$ cat src/logic/mem_stage_pkg.sv
package mem_stage_pkg;

  typedef logic [31:0] xlen_t;
  typedef logic [31:0] addr_t;
  typedef logic [4:0] reg_addr_t;
  typedef logic [3:0] strobe_t;
  typedef logic [1:0] mem_op_t;
  typedef logic [1:0] size_t;

  // Operation codes carried by each slot.
  localparam mem_op_t op_none = 2'd0;
  localparam mem_op_t op_load = 2'd1;
  localparam mem_op_t op_store = 2'd2;
  localparam mem_op_t op_fence = 2'd3;

  // Access sizes.
  localparam size_t size_byte = 2'd0;
  localparam size_t size_half = 2'd1;
  localparam size_t size_word = 2'd2;

  typedef enum logic [1:0] {
    idle,
    waiting,
    respond
  } scratch_state_e;

endpackage
$ cat src/logic/slot_if.sv
`timescale 1ns/1ps

interface slot_if;
  import mem_stage_pkg::*;

  logic wren;
  reg_addr_t waddr;
  xlen_t value;
  logic is_load;
  size_t size;
  logic unsigned_load;
  logic [1:0] offset;
  logic complete; // Pair finishes this cycle.

  modport master (output wren, waddr, value, is_load, size, unsigned_load, offset, complete);

  modport reader (input wren, waddr, value, is_load, size, unsigned_load, offset, complete);

endinterface

$ cat src/logic/mem_port_if.sv
`timescale 1ns/1ps

interface mem_port_if;
  import mem_stage_pkg::*;

  logic valid;
  logic fence;
  addr_t addr;
  xlen_t wdata;
  strobe_t wstrb;
  xlen_t rdata;
  logic ready;

  modport requester (output valid, fence, addr, wdata, wstrb);

  modport responder (
    input valid, fence, addr, wdata, wstrb,
    output rdata, ready
  );

  modport observer (input valid, ready, rdata);

endinterface

$ cat src/logic/writeback_stage.sv
`timescale 1ns/1ps

module writeback_stage (
  input logic clock,
  input logic reset,
  mem_port_if.observer mem,
  slot_if.reader slot0,
  slot_if.reader slot1,
  output logic fwd0_wren,
  output mem_stage_pkg::reg_addr_t fwd0_waddr,
  output mem_stage_pkg::xlen_t fwd0_wdata,
  output logic fwd1_wren,
  output mem_stage_pkg::reg_addr_t fwd1_waddr,
  output mem_stage_pkg::xlen_t fwd1_wdata,
  output logic retire0_wren,
  output mem_stage_pkg::reg_addr_t retire0_waddr,
  output mem_stage_pkg::xlen_t retire0_wdata,
  output logic retire1_wren,
  output mem_stage_pkg::reg_addr_t retire1_waddr,
  output mem_stage_pkg::xlen_t retire1_wdata
);
  import mem_stage_pkg::*;

  xlen_t load0;
  xlen_t load1;

  load_align_unit align0 (
    .rdata(mem.rdata),
    .size(slot0.size),
    .unsigned_load(slot0.unsigned_load),
    .offset(slot0.offset),
    .result(load0)
  );

  load_align_unit align1 (
    .rdata(mem.rdata),
    .size(slot1.size),
    .unsigned_load(slot1.unsigned_load),
    .offset(slot1.offset),
    .result(load1)
  );

  assign fwd0_wren = slot0.wren & slot0.complete;
  assign fwd0_waddr = slot0.waddr;
  assign fwd0_wdata = slot0.is_load ? load0 : slot0.value;

  assign fwd1_wren = slot1.wren & slot1.complete;
  assign fwd1_waddr = slot1.waddr;
  assign fwd1_wdata = slot1.is_load ? load1 : slot1.value;

  always_ff @(posedge clock) begin
    if (!reset) begin
      retire0_wren <= 1'b0;
      retire1_wren <= 1'b0;
    end else begin
      retire0_wren <= fwd0_wren;
      retire1_wren <= fwd1_wren;
    end
  end

  always_ff @(posedge clock) begin
    retire0_waddr <= fwd0_waddr;
    retire0_wdata <= fwd0_wdata;
    retire1_waddr <= fwd1_waddr;
    retire1_wdata <= fwd1_wdata;
  end

endmodule

$ cat src/logic/load_align_unit.sv
`timescale 1ns/1ps

module load_align_unit (
  input mem_stage_pkg::xlen_t rdata,
  input mem_stage_pkg::size_t size,
  input logic unsigned_load,
  input logic [1:0] offset,
  output mem_stage_pkg::xlen_t result
);
  import mem_stage_pkg::*;

  logic [7:0] byte_data;
  logic [15:0] half_data;

  assign byte_data = rdata[8*offset +: 8];
  assign half_data = offset[1] ? rdata[31:16] : rdata[15:0];

  always_comb begin
    case (size)
      size_byte: begin
        result = {{24{byte_data[7] & ~unsigned_load}}, byte_data};
      end
      size_half: begin
        result = {{16{half_data[15] & ~unsigned_load}}, half_data};
      end
      default: result = rdata; // Word as is.
    endcase
  end

endmodule

$ cat src/flat_wrapper.sv
// flat-port wrapper written by rule: the top's interface ports become plain ports
module writeback_stage_flat import mem_stage_pkg::*;
  (clock, reset, fwd0_wren, fwd0_waddr, fwd0_wdata, fwd1_wren, fwd1_waddr, fwd1_wdata, retire0_wren, retire0_waddr, retire0_wdata, retire1_wren, retire1_waddr, retire1_wdata, mem_valid, mem_ready, mem_rdata, slot0_wren, slot0_waddr, slot0_value, slot0_is_load, slot0_size, slot0_unsigned_load, slot0_offset, slot0_complete, slot1_wren, slot1_waddr, slot1_value, slot1_is_load, slot1_size, slot1_unsigned_load, slot1_offset, slot1_complete);
  mem_port_if mem_i ();
  slot_if slot0_i ();
  slot_if slot1_i ();
  input logic clock;
  input logic reset;
  output logic fwd0_wren;
  output mem_stage_pkg::reg_addr_t fwd0_waddr;
  output mem_stage_pkg::xlen_t fwd0_wdata;
  output logic fwd1_wren;
  output mem_stage_pkg::reg_addr_t fwd1_waddr;
  output mem_stage_pkg::xlen_t fwd1_wdata;
  output logic retire0_wren;
  output mem_stage_pkg::reg_addr_t retire0_waddr;
  output mem_stage_pkg::xlen_t retire0_wdata;
  output logic retire1_wren;
  output mem_stage_pkg::reg_addr_t retire1_waddr;
  output mem_stage_pkg::xlen_t retire1_wdata;
  input wire logic [$bits(mem_i.valid)-1:0] mem_valid;
  input wire logic [$bits(mem_i.ready)-1:0] mem_ready;
  input wire logic [$bits(mem_i.rdata)-1:0] mem_rdata;
  input wire logic [$bits(slot0_i.wren)-1:0] slot0_wren;
  input wire logic [$bits(slot0_i.waddr)-1:0] slot0_waddr;
  input wire logic [$bits(slot0_i.value)-1:0] slot0_value;
  input wire logic [$bits(slot0_i.is_load)-1:0] slot0_is_load;
  input wire logic [$bits(slot0_i.size)-1:0] slot0_size;
  input wire logic [$bits(slot0_i.unsigned_load)-1:0] slot0_unsigned_load;
  input wire logic [$bits(slot0_i.offset)-1:0] slot0_offset;
  input wire logic [$bits(slot0_i.complete)-1:0] slot0_complete;
  input wire logic [$bits(slot1_i.wren)-1:0] slot1_wren;
  input wire logic [$bits(slot1_i.waddr)-1:0] slot1_waddr;
  input wire logic [$bits(slot1_i.value)-1:0] slot1_value;
  input wire logic [$bits(slot1_i.is_load)-1:0] slot1_is_load;
  input wire logic [$bits(slot1_i.size)-1:0] slot1_size;
  input wire logic [$bits(slot1_i.unsigned_load)-1:0] slot1_unsigned_load;
  input wire logic [$bits(slot1_i.offset)-1:0] slot1_offset;
  input wire logic [$bits(slot1_i.complete)-1:0] slot1_complete;
  assign mem_i.valid = mem_valid;
  assign mem_i.ready = mem_ready;
  assign mem_i.rdata = mem_rdata;
  assign slot0_i.wren = slot0_wren;
  assign slot0_i.waddr = slot0_waddr;
  assign slot0_i.value = slot0_value;
  assign slot0_i.is_load = slot0_is_load;
  assign slot0_i.size = slot0_size;
  assign slot0_i.unsigned_load = slot0_unsigned_load;
  assign slot0_i.offset = slot0_offset;
  assign slot0_i.complete = slot0_complete;
  assign slot1_i.wren = slot1_wren;
  assign slot1_i.waddr = slot1_waddr;
  assign slot1_i.value = slot1_value;
  assign slot1_i.is_load = slot1_is_load;
  assign slot1_i.size = slot1_size;
  assign slot1_i.unsigned_load = slot1_unsigned_load;
  assign slot1_i.offset = slot1_offset;
  assign slot1_i.complete = slot1_complete;
  writeback_stage u_core (.clock(clock), .reset(reset), .mem(mem_i), .slot0(slot0_i), .slot1(slot1_i), .fwd0_wren(fwd0_wren), .fwd0_waddr(fwd0_waddr), .fwd0_wdata(fwd0_wdata), .fwd1_wren(fwd1_wren), .fwd1_waddr(fwd1_waddr), .fwd1_wdata(fwd1_wdata), .retire0_wren(retire0_wren), .retire0_waddr(retire0_waddr), .retire0_wdata(retire0_wdata), .retire1_wren(retire1_wren), .retire1_waddr(retire1_waddr), .retire1_wdata(retire1_wdata));
endmodule
$ cat config.mk
export PLATFORM = sky130hd
export DESIGN_NAME = writeback_stage_flat
export DESIGN_NICKNAME = d
export VERILOG_FILES = /design/src/logic/mem_stage_pkg.sv /design/src/logic/slot_if.sv /design/src/logic/mem_port_if.sv /design/src/logic/writeback_stage.sv /design/src/logic/load_align_unit.sv /design/src/flat_wrapper.sv
export SDC_FILE = /design/constraint.sdc
export NUM_CORES = 1
export LEC_CHECK = 0
export BUFFER_PORTS_ARGS = -buffer_cell sky130_fd_sc_hd__clkbuf_2
export CAP_MARGIN = 20
export CORE_AREA = 2 2 109 111
export DETAILED_ROUTE_END_ITERATION = 6
export DIE_AREA = 0 0 111 113
export HOLD_SLACK_MARGIN = 0.1
export PLACE_DENSITY_LB_ADDON = 0.08
export SLEW_MARGIN = 20
export SYNTH_ARGS = -nofsm -noshare
export SYNTH_HDL_FRONTEND = slang
export SYNTH_SLANG_ARGS = --single-unit
$ cat constraint.sdc
create_clock -name clock -period 2.65 [get_ports clock]
set_input_delay 0.53 -clock clock [delete_from_list [all_inputs] [get_ports clock]]
set_output_delay 0.53 -clock clock [all_outputs]
set_load 0.01 [all_outputs]
## Yosys cells after proc, flatten, opt, wreduce, memory -nomap -nowiden

Index checks and enable logic that the tools add are counted.
Widths: inputs -> output; s select.

- Register bits: 76
- Logic and storage cells: 26
- Output and inout bits: 152
- Bits of input ports: 126

- Eq/ne operators: 2
- Bitwise operators: 8
- Muxes and demuxes: 6
- Reduce and logical (&&, ||, !) cells: 2
- Shifts and indexed selects: 2

Operator list:

| operator | number |
|---|---|
| $pmux 32 s2 | 2 |
| $mux 32 | 2 |
| $shiftx 32x6->8 | 2 |
| $mux 16 | 2 |
| $and 1x1->1 | 6 |
| $eq 2x1->1 const B | 2 |
| $logic_not 2->1 | 2 |
| $not 1->1 | 2 |

## Logic depth before layout (Yosys ltp)

- Word-level depth: 4
- Mapped depth: 6
- Mapped depth without buffers: 4

## By module

Synthesis repeated with hierarchy kept, for this count alone.

- Cell total of the unflattened synthesis: 406
- Area, all modules: 4098.9 um2

Modules (own cells, without submodules):

| module | sequential area each (um2) | cells each | area each (um2) | instances |
|---|---|---|---|---|
| writeback_stage | 1521.5 | 162 | 2710.1 | 1 |
| load_align_unit | 0.0 | 122 | 694.4 | 2 |

## Worst setup path after synthesis

Ideal clock, no wire load.

- Path kind: input to output
- Start: in slot0_size[1]
- End: out fwd0_wdata[15]
- Slack: 530 ps
- Required time: 2120 ps
- Stages: 5
- Buffers on the path: 1
- Data arrival time: 1590 ps
- Cell sequence: buf_2 nor3b_2 o2bb2ai_2 a21oi_4 a21oi_1

- Cells in the longest elaborated chain, start to end: 3
- Elaborated cells between the ends (all ways): 4
- Classes of those cells: 1 x eq/ne; 2 x mux; 1 x reduce/logical

Ends and longest elaborated chain:

| item | line | RTL |
|---|---|---|
| start, declared | flat_wrapper.sv:28 | `input wire logic [$bits(slot0_i.size)-1:0] slot0_size;` |
| $eq 2x1->1 / $logic_not 2->1 (equally long branches) | load_align_unit.sv:19 | `case (size)` |
| $pmux 32 s2 (*) | load_align_unit.sv:19 |  |
| $mux 32 (*) | writeback_stage.sv:45 | `assign fwd0_wdata = slot0.is_load ? load0 : slot0.value;` |
| end, declared | flat_wrapper.sv:11 | `output mem_stage_pkg::xlen_t fwd0_wdata;` |

Mark *: on every way between the ends. The rest lies on a longest branch, timed or not.

## Final worst setup path

- Start: in slot1_offset[1]
- End: out fwd1_wdata[0]

- Cells in the longest elaborated chain, start to end: 3
- Elaborated cells between the ends (all ways): 4
- Classes of those cells: 1 x shift; 3 x mux

Ends and longest elaborated chain:

| item | line | RTL |
|---|---|---|
| start, declared | flat_wrapper.sv:38 | `input wire logic [$bits(slot1_i.offset)-1:0] slot1_offset;` |
| $shiftx 32x6->8 / $mux 16 (equally long branches) | load_align_unit.sv:15, load_align_unit.sv:16 |  |
| $pmux 32 s2 (*) | load_align_unit.sv:19 |  |
| $mux 32 (*) | writeback_stage.sv:49 | `assign fwd1_wdata = slot1.is_load ? load1 : slot1.value;` |
| end, declared | flat_wrapper.sv:14 | `output mem_stage_pkg::xlen_t fwd1_wdata;` |

Marked as above.

==> impl_results.md <==
* Status: completed
* Worst Setup SP: slot1_offset[1]
* RSZ-0062 raised after global routing: false
* Asr flop ratio synth at 0%
* Syn Nets at 540
* Drt drc at 0
* Via count at 3,993
* Syn Inst Count at 414
* Num rows at 39
* Leak pwr at 2.84 nW
* CP required at 2.12 ns
* Clk buf depth at 2
* Seq/Total Area, Yosys at 42.8%
* HPWL after DPL at 11,800 um
* Hold_buf cts at 0
* IO Count at 278
* Setup TNS at 0 ns
* Via density at 4.84
* HP Class: input pin to flip-flop
* IO Port Bufs at 275
* N_diodes at 0
* HP Start: slot1_waddr[1]
* H-Tree Level Count at 3
* Vias in the first global route at 3,795
* NumNets Final at 803
* Initial Util at 31.5%
* Slew margin rel. at 63.1%
* Max-cap violation count at 0
* Clock sink total at 76
* Initial antenna violation count at 0
* Final Non-Filler Cells at 825
* Synth Flop Type: dfxtp_1
* DP Cell Count at 809
* Die area at 0.0125 mm2
* Hold Path End: u_core.retire1_waddr[1]
* Post-CTS Setup Bufs at 0
* Post-CTS Resized at 0
* Flops & latches, synth at 76
* Area delta synth->final at 49.0%
* Fill count at 1,158
* Worst Max-Slew Pin Slew at 0.552 ns
* Total wire length at 14,700 um
* Max VDD drop at 0.000439 V
* Top cells by area, synth: dfxtp_1, nand2_1, a21oi_1, o21ai_0, and3_1
* Avg Cell Area, Syn at 8.58 um2
* Number of synthesized flops with an enable pin at 0
* First-pass GRT wire length at 21,700 um
* Gr usage total at 22.9%
* Layout cells sized above 1 at 48.7%
* Routed Antenna Nets at 0
* CP Class: input pin to output port
* Chip Height at 113 um
* Post-synth top area share at 42.8%
* Die width at 111 um
* Core Area at 0.0113 mm2
* Netlist cell types at 39
* F_max at 397 MHz
* TritonCTS clock tree: done
* Period minus WS final at 2.52 ns
* Largest net degree at the start of global routing at 31
* Hold violation total from the final report at 0
* Worst Setup Start Kind: input pin
* Grt total ovfl at 0
* Yosys Warn Count at 0
* Synth Cell Area at 0.00355 mm2
* RD Place Congestion at 0.836
* Initial drt markers at 298
* Critical path capture point type: output port
* Setup-failing EPs final at 0
* Root buf cell: clkbuf_16
* P per Cell Area at 618 mW/mm2
* Max FO, Critical Path at 13
* CTS buffer count at 9
* Synth area leader: dfxtp_1
* Drt wl/cell at 17.8 um
* Drt pass-1 iters at 5
* Clock Pin Slew Worst Setup and Hold Paths at 0.06 ns
* Hold Path Depth at 1
* Crit path arrival time at 1.99 ns
* Max Slew Vio Count at 0
* Final critical-path share of the clock period at 95.1%
[Yosys cell counts, drive strengths merged (2+ instances only)]
cell type / instances
a21o: 7
a21oi: 26
a221o: 8
a32o: 8
a41oi: 7
and2: 3
and3: 18
buf: 27
clkbuf: 13
dfxtp: 76
inv: 6
mux2: 15
mux2i: 2
nand2: 90
nand2b: 9
nand3: 8
nand3b: 8
nor2: 20
nor2b: 10
nor3b: 2
o211ai: 3
o21ai: 25
o221ai: 8
or3: 9
[cells by family (layout without fill, tap and decap cells)]
family	after synthesis	count (layout)	share of synthesized area, %
DFF	76	76	42.8
and+or+nand+nor	177	177	23.9
muxes	18	18	6.58
buffers and inverters	47	315	7.25
AOI/OAI and AO/OA	96	96	19.4
[sequential cells by signal (all words and copies together), names as in the netlist]
register,flops
u_core.retire0_waddr,5
u_core.retire0_wdata,32
u_core.retire0_wren,1
u_core.retire1_waddr,5
u_core.retire1_wdata,32
u_core.retire1_wren,1
[report_power, final]
part | internal (W) | switching, W | total [W]
registers | 0.00125 | 0.0000258 | 0.00127
clock network | 0.000729 | 0.000491 | 0.00122
logic | 0.000333 | 0.000448 | 0.000781
total | 0.00231 | 0.000965 | 0.00328
[per-layer routing]
metal,GRT usage [%],wire length [um]
met1,27.1,5770
met2,38.4,7270
met3,7.82,1270
met4,8.58,358
met5,0,0
[area by class of cell]
| type | instances | area (um2) | share of cell area [%] |
|---|---|---|---|
| multi-input cells | 291 | 1770 | 33.5 |
| flip-flops and latches | 76 | 1520 | 28.7 |
| repair buffers | 292 | 1500 | 28.4 |
| clock buffers | 10 | 229 | 4.32 |
| well taps | 143 | 179 | 3.38 |
| clock inverters | 6 | 62.6 | 1.18 |
| inverters | 7 | 26.3 | 0.496 |
[stage by stage]
stage | worst slack, ns | power (W) | instance area (um2) | util (%) | hold slack (ns)
after floorplan | 0.530 | 0.00169 | 3550 | - | 0.558
after global placement | 0.164 | 0.00208 | 5000 | 44.4 | 0.646
after detailed placement | 0.143 | 0.00209 | 5000 | 44.4 | 0.648
after CTS | 0.144 | 0.00332 | 5300 | 47.0 | 0.285
after global routing | 0.0800 | 0.00344 | 5300 | 47.0 | 0.288
final | 0.130 | 0.00328 | 5300 | 47.0 | 0.296
[worst max-delay path, stage by stage]
cell and delay (ns):
clkbuf_2 0.32, mux2_2 0.42, a32o_1 0.26, a221o_1 0.32, clkbuf_2 0.14
[layout by cell type (no fill, tap or decap), types with 2 or more instances in the layout]
cell / Yosys / routed
clkbuf_16: 0 / 9
a21oi_1: 25 / 25
nand2b_1: 9 / 9
nand3b_1: 8 / 8
and3_1: 18 / 18
clkbuf_2: 0 / 275
nor3b_2: 2 / 2
nor2_1: 20 / 20
nand3_1: 8 / 8
nand2_1: 90 / 90
a221o_1: 8 / 8
inv_1: 6 / 6
o21ai_0: 24 / 24
mux2_2: 9 / 9
mux2i_1: 2 / 2
dfxtp_1: 76 / 76
and2_1: 2 / 2
mux2_4: 6 / 6
a21o_1: 7 / 7
clkinv_2: 0 / 3
buf_4: 10 / 17
a32o_1: 8 / 8
o211ai_2: 2 / 2
or3_1: 9 / 9
nor2b_1: 9 / 9
o221ai_1: 8 / 8
a41oi_1: 7 / 7
[how the worst max path moves through the flow]
stage,end,depth (start not counted)
3_3_place_gp,fwd1_wdata[0],5
3_5_place_dp,fwd1_wdata[0],5
6_report,fwd1_wdata[0],5
4_1_cts,fwd1_wdata[0],5
2_1_floorplan,fwd0_wdata[15],5
5_1_grt,fwd1_wdata[14],5
Note: power is estimated with default switching activity, not from simulation.
