==> src/logic/mem_stage_pkg.sv <==
package mem_stage_pkg;

  typedef logic [31:0] xlen_t;
  typedef logic [31:0] addr_t;
  typedef logic [4:0] reg_addr_t;
  typedef logic [3:0] strobe_t;
  typedef logic [1:0] mem_op_t;
  typedef logic [1:0] size_t;

  // Operation codes carried by each slot.
  localparam mem_op_t op_none = 2'd0;
  localparam mem_op_t op_load = 2'd1;
  localparam mem_op_t op_store = 2'd2;
  localparam mem_op_t op_fence = 2'd3;

  // Access sizes.
  localparam size_t size_byte = 2'd0;
  localparam size_t size_half = 2'd1;
  localparam size_t size_word = 2'd2;

  typedef enum logic [1:0] {
    idle,
    waiting,
    respond
  } scratch_state_e;

endpackage
==> src/logic/mem_port_if.sv <==
`timescale 1ns/1ps

interface mem_port_if;
  import mem_stage_pkg::*;

  logic valid;
  logic fence;
  addr_t addr;
  xlen_t wdata;
  strobe_t wstrb;
  xlen_t rdata;
  logic ready;

  modport requester (output valid, fence, addr, wdata, wstrb);

  modport responder (
    input valid, fence, addr, wdata, wstrb,
    output rdata, ready
  );

  modport observer (input valid, ready, rdata);

endinterface

==> src/logic/mem_request_select.sv <==
`timescale 1ns/1ps

module mem_request_select (
  input logic issue,
  input logic stall,
  input logic clear,
  input mem_stage_pkg::mem_op_t slot0_op,
  input mem_stage_pkg::size_t slot0_size,
  input mem_stage_pkg::addr_t slot0_addr,
  input mem_stage_pkg::xlen_t slot0_value,
  input mem_stage_pkg::mem_op_t slot1_op,
  input mem_stage_pkg::size_t slot1_size,
  input mem_stage_pkg::addr_t slot1_addr,
  input mem_stage_pkg::xlen_t slot1_value,
  mem_port_if.requester port
);
  import mem_stage_pkg::*;

  logic accept;
  logic use_slot0;
  mem_op_t sel_op;
  size_t sel_size;
  addr_t sel_addr;
  xlen_t sel_value;

  assign accept = issue & ~stall & ~clear;
  assign use_slot0 = (slot0_op != op_none); // Slot 0 wins.

  assign sel_op = use_slot0 ? slot0_op : slot1_op;
  assign sel_size = use_slot0 ? slot0_size : slot1_size;
  assign sel_addr = use_slot0 ? slot0_addr : slot1_addr;
  assign sel_value = use_slot0 ? slot0_value : slot1_value;

  assign port.valid = accept & (sel_op != op_none);
  assign port.fence = (sel_op == op_fence);
  assign port.addr = sel_addr;

  always_comb begin
    case (sel_size)
      size_byte: port.wdata = {4{sel_value[7:0]}};
      size_half: port.wdata = {2{sel_value[15:0]}};
      default: port.wdata = sel_value;
    endcase
  end

  always_comb begin
    port.wstrb = 4'b0000;
    if (sel_op == op_store) begin
      case (sel_size)
        size_byte: port.wstrb = 4'b0001 << sel_addr[1:0];
        size_half: port.wstrb = sel_addr[1] ? 4'b1100 : 4'b0011;
        default: port.wstrb = 4'b1111;
      endcase
    end
  end

endmodule

==> src/flat_wrapper.sv <==
// flat-port wrapper written by rule: the top's interface ports become plain ports
module mem_request_select_flat import mem_stage_pkg::*;
  (issue, stall, clear, slot0_op, slot0_size, slot0_addr, slot0_value, slot1_op, slot1_size, slot1_addr, slot1_value, port_valid, port_fence, port_addr, port_wdata, port_wstrb);
  mem_port_if port_i ();
  input logic issue;
  input logic stall;
  input logic clear;
  input mem_stage_pkg::mem_op_t slot0_op;
  input mem_stage_pkg::size_t slot0_size;
  input mem_stage_pkg::addr_t slot0_addr;
  input mem_stage_pkg::xlen_t slot0_value;
  input mem_stage_pkg::mem_op_t slot1_op;
  input mem_stage_pkg::size_t slot1_size;
  input mem_stage_pkg::addr_t slot1_addr;
  input mem_stage_pkg::xlen_t slot1_value;
  output wire logic [$bits(port_i.valid)-1:0] port_valid;
  output wire logic [$bits(port_i.fence)-1:0] port_fence;
  output wire logic [$bits(port_i.addr)-1:0] port_addr;
  output wire logic [$bits(port_i.wdata)-1:0] port_wdata;
  output wire logic [$bits(port_i.wstrb)-1:0] port_wstrb;
  assign port_valid = port_i.valid;
  assign port_fence = port_i.fence;
  assign port_addr = port_i.addr;
  assign port_wdata = port_i.wdata;
  assign port_wstrb = port_i.wstrb;
  mem_request_select u_core (.issue(issue), .stall(stall), .clear(clear), .slot0_op(slot0_op), .slot0_size(slot0_size), .slot0_addr(slot0_addr), .slot0_value(slot0_value), .slot1_op(slot1_op), .slot1_size(slot1_size), .slot1_addr(slot1_addr), .slot1_value(slot1_value), .port(port_i));
endmodule
==> config.mk <==
export PLATFORM = sky130hd
export DESIGN_NAME = mem_request_select_flat
export DESIGN_NICKNAME = d
export VERILOG_FILES = /design/src/logic/mem_stage_pkg.sv /design/src/logic/mem_port_if.sv /design/src/logic/mem_request_select.sv /design/src/flat_wrapper.sv
export SDC_FILE = /design/constraint.sdc
export NUM_CORES = 1
export LEC_CHECK = 0
export BUFFER_PORTS_ARGS = -buffer_cell sky130_fd_sc_hd__buf_4
export CORE_AREA = 3 3 79 81
export DETAILED_ROUTE_END_ITERATION = 6
export DIE_AREA = 0 0 82 84
export GPL_TIMING_DRIVEN = 0
export PLACE_DENSITY_LB_ADDON = 0.25
export SLEW_MARGIN = 20
export SYNTH_ARGS = -nofsm -noshare
export SYNTH_HDL_FRONTEND = slang
export SYNTH_SLANG_ARGS = --single-unit
==> constraint.sdc <==
create_clock -name vclk -period 3.4
set_clock_uncertainty 0.1 [all_clocks]
set_input_delay 0.85 -clock vclk [all_inputs]
set_output_delay 0.85 -clock vclk [all_outputs]
set_load 0.01 [all_outputs]
# Yosys cells after proc, flatten, opt, wreduce, memory -nomap -nowiden

Index checks and enable logic that the tools add are counted.

Register bits: 0
Input port bits: 139
Output and inout bits: 70
Word-level logic and storage cells: 20

Equality and inequality tests: 3
Shift operators: 1
Mux-type cells: 8
Bitwise operators: 5
Reduce and logical (&&, ||, !) cells: 3

Operators with widths:

| cell                                                               | number |
|---|---|
| 32-bit two-way mux                                                 | 2 |
| 32-bit case mux with 2 select lines                                | 1 |
| 4-bit two-way mux                                                  | 2 |
| 4-bit case mux with 2 select lines                                 | 1 |
| 2-bit == test (second input constant)                              | 2 |
| 2-bit two-way mux                                                  | 2 |
| 2-bit nonzero test                                                 | 2 |
| 1-bit by 2-bit left shift with 4-bit output (first input constant) | 1 |
| 1-bit bitwise AND                                                  | 3 |
| 2-bit by 1-bit == test with 1-bit output (second input constant)   | 1 |
| 2-bit zero test                                                    | 1 |
| 1-bit NOT                                                          | 2 |

# Logic depth before layout (Yosys ltp)

Gate-level depths: netlist of run 1.

Depth after elaboration: 5
Gate-level depth with buffers: 5
Mapped depth without buffers: 4

# Worst setup path after synthesis of run 1

No wires, ideal clock.

Kind: input to output
Start point: input port slot1_size[0]
End point: output port port_wdata[24]
Data arrival time: 2.016 ns
Data required time: 2.450 ns
Slack: 0.434 ns
Cell stages on the path: 5
Path buffers: 2
Path through: or4_4 > o31a_1 > buf_6 > buf_8 > o221ai_1

Cells in the longest elaborated chain, start to end: 3
Elaborated cells on any way between the ends: 4
Those cells by class: eq/ne (1); mux (2); reduce/logical (1)

Ends and longest elaborated chain:

| element                                                                            | line                     | source |
|---|---|---|
| start, declared                                                                    | flat_wrapper.sv:13       | `input mem_stage_pkg::size_t slot1_size;` |
| 2-bit two-way mux (*)                                                              | mem_request_select.sv:30 | `assign sel_size = use_slot0 ? slot0_size : slot1_size;` |
| 2-bit by 1-bit == test with 1-bit output / 2-bit zero test (equally long branches) | mem_request_select.sv:39 | `case (sel_size)` |
| 32-bit case mux with 2 select lines (*)                                            | mem_request_select.sv:39 |  |
| end, declared                                                                      | flat_wrapper.sv:19       | `output wire logic [$bits(port_i.wdata)-1:0] port_wdata;` |

Mark *: on every way between the ends. The rest lies on a longest branch, timed or not.

# Worst setup path after layout of run 1

Start point: input port slot0_op[1]
End point: output port port_wstrb[2]

Cells in the longest elaborated chain, start to end: 5
Elaborated cells on any way between the ends: 11
Those cells by class: eq/ne (2); shift (1); mux (6); reduce/logical (2)

Ends and longest elaborated chain:

| element                                                                | line                                               | source |
|---|---|---|
| start, declared                                                        | flat_wrapper.sv:8                                  | `input mem_stage_pkg::mem_op_t slot0_op;` |
| 2-bit nonzero test                                                     | mem_request_select.sv:27                           | `assign use_slot0 = (slot0_op != op_none);` |
| 2-bit two-way mux / 32-bit two-way mux (equally long branches)         | mem_request_select.sv:30, mem_request_select.sv:31 |  |
| 2-bit by 1-bit == test with 1-bit output, or another cell as far along | mem_request_select.sv:49                           | `case (sel_size)` |
| 4-bit case mux with 2 select lines                                     | mem_request_select.sv:49                           |  |
| 4-bit two-way mux (*)                                                  | mem_request_select.sv:48                           | `if (sel_op == op_store) begin` |
| end, declared                                                          | flat_wrapper.sv:20                                 | `output wire logic [$bits(port_i.wstrb)-1:0] port_wstrb;` |

Marks and branches as above.

==> results of run 1 <==
per-layer routing:
layer / routed length [um] / vias to the layer above / global-route usage (%)
met3: 779 / 10 / 5.184
met1: 2595 / 882 / 20.71
met5: 0 / - / 0
met2: 3829 / 110 / 35.71
met4: 87 / 0 / 2.266
li1: - / 975 / -
cells by family after synthesis:
group	after synthesis	share of synthesized area (%)
buffers and inverters	25	10.13
AO/OA/AOI/OAI	26	16.38
AND/OR/NAND/NOR	16	10.65
multiplexers	73	62.84
final timing paths:
path	start	slack [ns]	end	cells past startpoint
setup / recovery	slot0_op[1]	0.1	port_wstrb[2]	7
hold / removal	slot0_addr[15]	1.91	port_addr[15]	3
layout by cell type, fill, tap and decap left out:
cell type / instances
buf_4: 210
mux2i_1: 40
mux2_2: 30
inv_1: 11
nor4bb_1: 8
a31oi_1: 8
o221ai_1: 8
buf_2: 6
clkbuf_1: 5
a221oi_1: 4
mux2i_2: 3
nand2_1: 2
nor2_2: 1
or2_2: 1
nor4b_1: 1
a31oi_2: 1
or4_4: 1
o31a_1: 1
buf_6: 1
buf_8: 1
o31ai_1: 1
nor2b_1: 1
o21bai_1: 1
nor2_1: 1
o311a_1: 1
o21ai_0: 1
what timing repair did:
action | in CTS | in global routing
endpoints found under the setup margin | 8 | 3
resized for setup | 1 | 3
cloned | 0 | 0
pin swaps | 0 | 0
Yosys cell counts:
| cell | instances |
|---|---|
| o221ai_1 | 8 |
| inv_1 | 11 |
| mux2i_1 | 43 |
| a31oi_1 | 9 |
| buf_6 | 1 |
| or2_2 | 1 |
| o31a_1 | 1 |
| a221oi_1 | 4 |
| nor2_1 | 1 |
| nand2_1 | 2 |
| buf_8 | 1 |
| o311a_1 | 1 |
| o31ai_1 | 1 |
| nor4b_1 | 1 |
| or4_4 | 1 |
| nor4bb_1 | 8 |
| nor2b_1 | 1 |
| buf_4 | 1 |
| clkbuf_1 | 5 |
| buf_2 | 6 |
| nor2_2 | 1 |
| o21bai_1 | 1 |
| mux2_2 | 30 |
| o21ai_0 | 1 |
cell type report:
type / instances / area share (%)
repair buffers: 209 / 54.12
well taps: 72 / 3.107
inverters: 11 / 1.424
multi-input cells: 115 / 38.50
plain buffers: 14 / 2.849
report_power, final:
part | internal [mW] | total (mW) | switching [mW] | leakage [nW]
Clock | 0 | 0 | 0 | 0
Combinational | 0.269 | 0.450 | 0.181 | 1.54
Sequential | 0 | 0 | 0 | 0
Total | 0.269 | 0.450 | 0.181 | 1.54
==> results.txt, run 1 <==
P&R area growth vs syn = 137.2%
height of the die = 84 um
CP max stage delay = 0.34 ns
Filler cells = 567
Layout clock buffers = 0
initial DRC count = 33
Critical Path End Type = output pin
share of post-route cells with drive strength above 1 = 73.07%
top cell type by total area after synthesis = mux2i_1
Post-CTS Setup Bufs = 0
vias in the first global route = 2101
Synth top area share = 35.21%
worst hold path class = primary input to output pin
endpoints failing hold = 0
antenna cells = 0
pre-CTS WS = -0.08084 ns
FFs & Latches = 0
cells along the critical path = buf_4 -> nor2_2 -> buf_4 -> mux2i_1 -> inv_1 -> a221oi_1 -> buf_4
Tot Pwr = 0.4505 mW
RSZ-0062 raised after global routing = no
WP data required = 2.45 ns
Initial Util = 22.06%
Crit Path Class = primary input to output pin
Worst Max-Slew Pin Slew = 0.4862 ns
Syn Nets = 279
sequential share of the synthesized area = 0%
slowest CP cell = mux2i_1
top cell family by delay on the critical path = buffers and inverters
global-route wire length before repair = 10.39 mm
cts hold-fix bufs = 0
largest net degree at the start of global routing = 11
crit start category = primary input
Max Fclk = 303.0 MHz
drt wl/cell = 17.32 um
crit path DAT = 2.35 ns
min Tclk post-route = 3.301 ns
final instance area = 2899 sq um
Rows = 27
most used cell along the critical path = buf_4
status = completed
crit share post-route = 97.08%
DIE AREA = 6888 sq um
global placement routability congestion = 0.7852
via/cell ratio = 4.696
cell area after synthesis = 1222 sq um
Worst slew margin = 67.49%
setup ws final = 0.09919 ns
Area after DPL = 2882 sq um
Buf+Inv Stages, Crit Path = 4
TNS Setup = 0 ns
initial antenna violation count = 0
max cap viols = 0
drt first pass iters = 4
die width = 82 um
all-layer global routing usage = 18.84%
multi-input logic area = 1116 sq um
vias after detailed routing = 1977
DR DRC count = 0
crit path max fanout = 10
Synth cell types = 24
cells after synthesis = 140
final setup violation count = 0
FF/Latch Area = 0 sq um
hold slack = 1.909 ns
dpl hpwl = 6.438 mm
input/output buffers = 209
layout net count = 490
final wirelength = 7.293 mm
total gr overflow = 0
Routed Antenna Nets = 0
static leakage = 1.537 nW
Final Core Density = 52.33%
fin cells = 421
Yosys warnings = 0
worst vdd ir = 0.00005617 V
Pins Over Slew Limit = 0
top post-synthesis cells by area = mux2i_1 (35%), mux2_2 (28%), nor4bb_1 (6.6%)
Inst Count DP = 421
PwrDens = 155.4 nW/um^2
Core Box Area = 5540 sq um
Ports = 209
Avg Cell Area, Syn = 8.732 sq um
(Power assumes the default switching activity.)
==> inputs of run 2 (changes only) <==
--- a/config.mk
+++ b/config.mk
@@ -5,6 +5,7 @@
 export SDC_FILE = /design/constraint.sdc
 export NUM_CORES = 1
 export LEC_CHECK = 0
+export ABC_AREA = 1
 export BUFFER_PORTS_ARGS = -buffer_cell sky130_fd_sc_hd__buf_4
 export CORE_AREA = 3 3 79 81
 export DETAILED_ROUTE_END_ITERATION = 6
==> run 2 against run 1 <==
Non-clock buffer count up 2. Count of clock-buffer cells in the layout is the same. Sequential share of layout area unchanged. Utilization grew 3.0 points. Routed wire length grew 3.9%. Synthesized cell count increased by 130%. Die area unchanged. First-iteration DRC count grew to 2.8 times the previous value. Fmax up 15%. Highest routed layer unchanged.
==> results.txt, run 2 <==
Initial Util = 25.65%
FFs & Latches = 0
static leakage = 1.995 nW
cell area after synthesis = 1421 sq um
cts hold-fix bufs = 0
Max Fclk = 349.9 MHz
met1 usage = 21.47%
height of the die = 84 um
slowest CP cell = nand2_2
Synth top cells by count = nand2_1 (242), nand3_1 (24), inv_1 (10)
all-layer global routing usage = 19.92%
met3 Resource Use GR = 4.212%
global-route wire length before repair = 11.35 mm
crit path DAT = 1.91 ns
max cap viols = 0
Simple-Gate Fraction of Synth Area = 82.39%
worst hold path class = primary input to output pin
largest family of logic cells by synthesized area = simple AND/OR/NAND/NOR gates
setup ws final = 0.5419 ns
Synth cell types = 18
Yosys warnings = 0
final setup violation count = 0
layout net count = 673
min Tclk post-route = 2.858 ns
PwrDens = 158.5 nW/um^2
DIE AREA = 6888 sq um
antenna cells = 0
final wirelength = 7.577 mm
Critical Path End Type = output pin
drt first pass iters = 4
final instance area = 3065 sq um
RSZ-0062 raised after global routing = no
worst hold start = slot0_addr[18]
WP data required = 2.45 ns
initial antenna violation count = 0
global placement routability congestion = 0.8125
Worst Max-Slew Pin Slew = 0.2373 ns
Rows = 27
Core Box Area = 5540 sq um
crit path max fanout = 10
Area after DPL = 3065 sq um
Synth Area in XOR/XNOR = 0%
most frequent cell after synthesis = nand2_1
mux cell area share after synthesis = 0%
vias in the first global route = 2556
Crit Path Class = primary input to output pin
total gr overflow = 0
largest net degree at the start of global routing = 11
Routed Antenna Nets = 0
vias after detailed routing = 2709
Filler cells = 603
share of post-route cells with drive strength above 1 = 44.92%
CP max stage delay = 0.20 ns
commonest cells after routing, fill and taps aside = nand2_1 (242), buf_4 (211), nand3_1 (24)
sequential share of the synthesized area = 0%
multi-input logic area = 1226 sq um
DR DRC count = 0
top post-synthesis cells by area = nand2_1 (64%), nand3_1 (8.5%), buf_6 (5.5%)
endpoints failing hold = 0
crit start category = primary input
cells along the critical path = buf_6 -> nor2_8 -> nand2_1 -> nand2_2 -> nand2_4 -> nand2_1 -> nand2_1 -> buf_4
drt wl/cell = 12.54 um
top cell type by total area after synthesis = nand2_1
area fraction in compound gates after synthesis = 3.873%
FF/Latch Area = 0 sq um
P&R area growth vs syn = 115.7%
commonest non-fill, non-tap cell in the layout = nand2_1
WHS Endpoint = port_addr[18]
pre-CTS WS = 0.5369 ns
initial DRC count = 92
Post-CTS Setup Bufs = 0
input/output buffers = 207
via/cell ratio = 4.485
post-cts repair resize count = 0
Syn Nets = 464
worst vdd ir = 0.00006695 V
crit share post-route = 84.06%
Pins Over Slew Limit = 0
Worst slew margin = 84.07%
Layout clock buffers = 0
TNS Setup = 0 ns
Post-Synth Adder-Cell Area = 0%
most used cell along the critical path = nand2_1
Synth top area share = 63.91%
die width = 82 um
met2 Use GR = 39.02%
cells after synthesis = 325
Avg Cell Area, Syn = 4.373 sq um
Tot Pwr = 0.4858 mW
status = completed
hold path depth = 4
gr busiest metal = met2
Ports = 209
dpl hpwl = 6.608 mm
run 2: cell types whose count changed after synthesis, sizes merged, moves of 9 or more:
cell | previous run | this run
mux2 | 30 | 0
nand3 | 0 | 24
mux2i | 43 | 0
buf | 9 | 18
o21ai | 1 | 10
a31oi | 9 | 0
nand2 | 2 | 250
run 2: area by class of cell:
type	count	area share, %
buffer	18	4.694
inverter	13	1.673
multi-input combinational	294	40.00
tap	72	2.939
timing repair buffer	207	50.69
run 2: kinds of logic (layout without fill, tap and decap cells):
| kind of cell | Yosys count | count (layout) |
|---|---|---|
| buffers and inverters | 31 | 238 |
| AOI/OAI and AO/OA | 11 | 11 |
| and+or+nand+nor | 283 | 283 |
run 2: worst max-delay path by stage:
stage                     slack (ns)             end        start  depth (start not counted)
after floorplan                 0.76   port_wstrb[0]  slot0_op[0]                          9
after global placement          0.55  port_wdata[15]  slot0_op[1]                          8
after detailed placement        0.54  port_wdata[15]  slot0_op[1]                          8
after CTS                       0.54  port_wdata[15]  slot0_op[1]                          8
after global routing            0.45   port_wstrb[1]  slot0_op[1]                          8
final                           0.54  port_wdata[15]  slot0_op[1]                          8
run 2: metrics by stage:
| stage | hold slack (ns) | utilization, % | std cells |
|---|---|---|---|
| 4_1_cts | 1.872 | 55.33 | 604 |
| 3_5_place_dp | 1.870 | 55.33 | 604 |
| 2_1_floorplan | 1.719 | - | 325 |
| 6_report | 1.871 | 55.33 | 604 |
| 5_1_grt | 1.884 | 55.33 | 604 |
| 3_3_place_gp | 1.868 | 55.33 | 604 |
run 2: critical path, delay by kind of cell:
kind / cells / cell delay, ns
AND/OR/NAND/NOR: 6 / 0.77
buffers and inverters: 2 / 0.28
run 2: power breakdown:
group          leakage, nW  internal, mW  switching (mW)  total [mW]
combinational         1.99         0.261           0.225       0.486
sequential               0             0               0           0
clock                    0             0               0           0
total                 1.99         0.261           0.225       0.486
run 2: routing by layer:
layer | vias up | wire (um)
li1 | 1400 | -
met2 | 138 | 3787
met3 | 10 | 896
met4 | 0 | 106
met5 | - | 0
met1 | 1161 | 2787
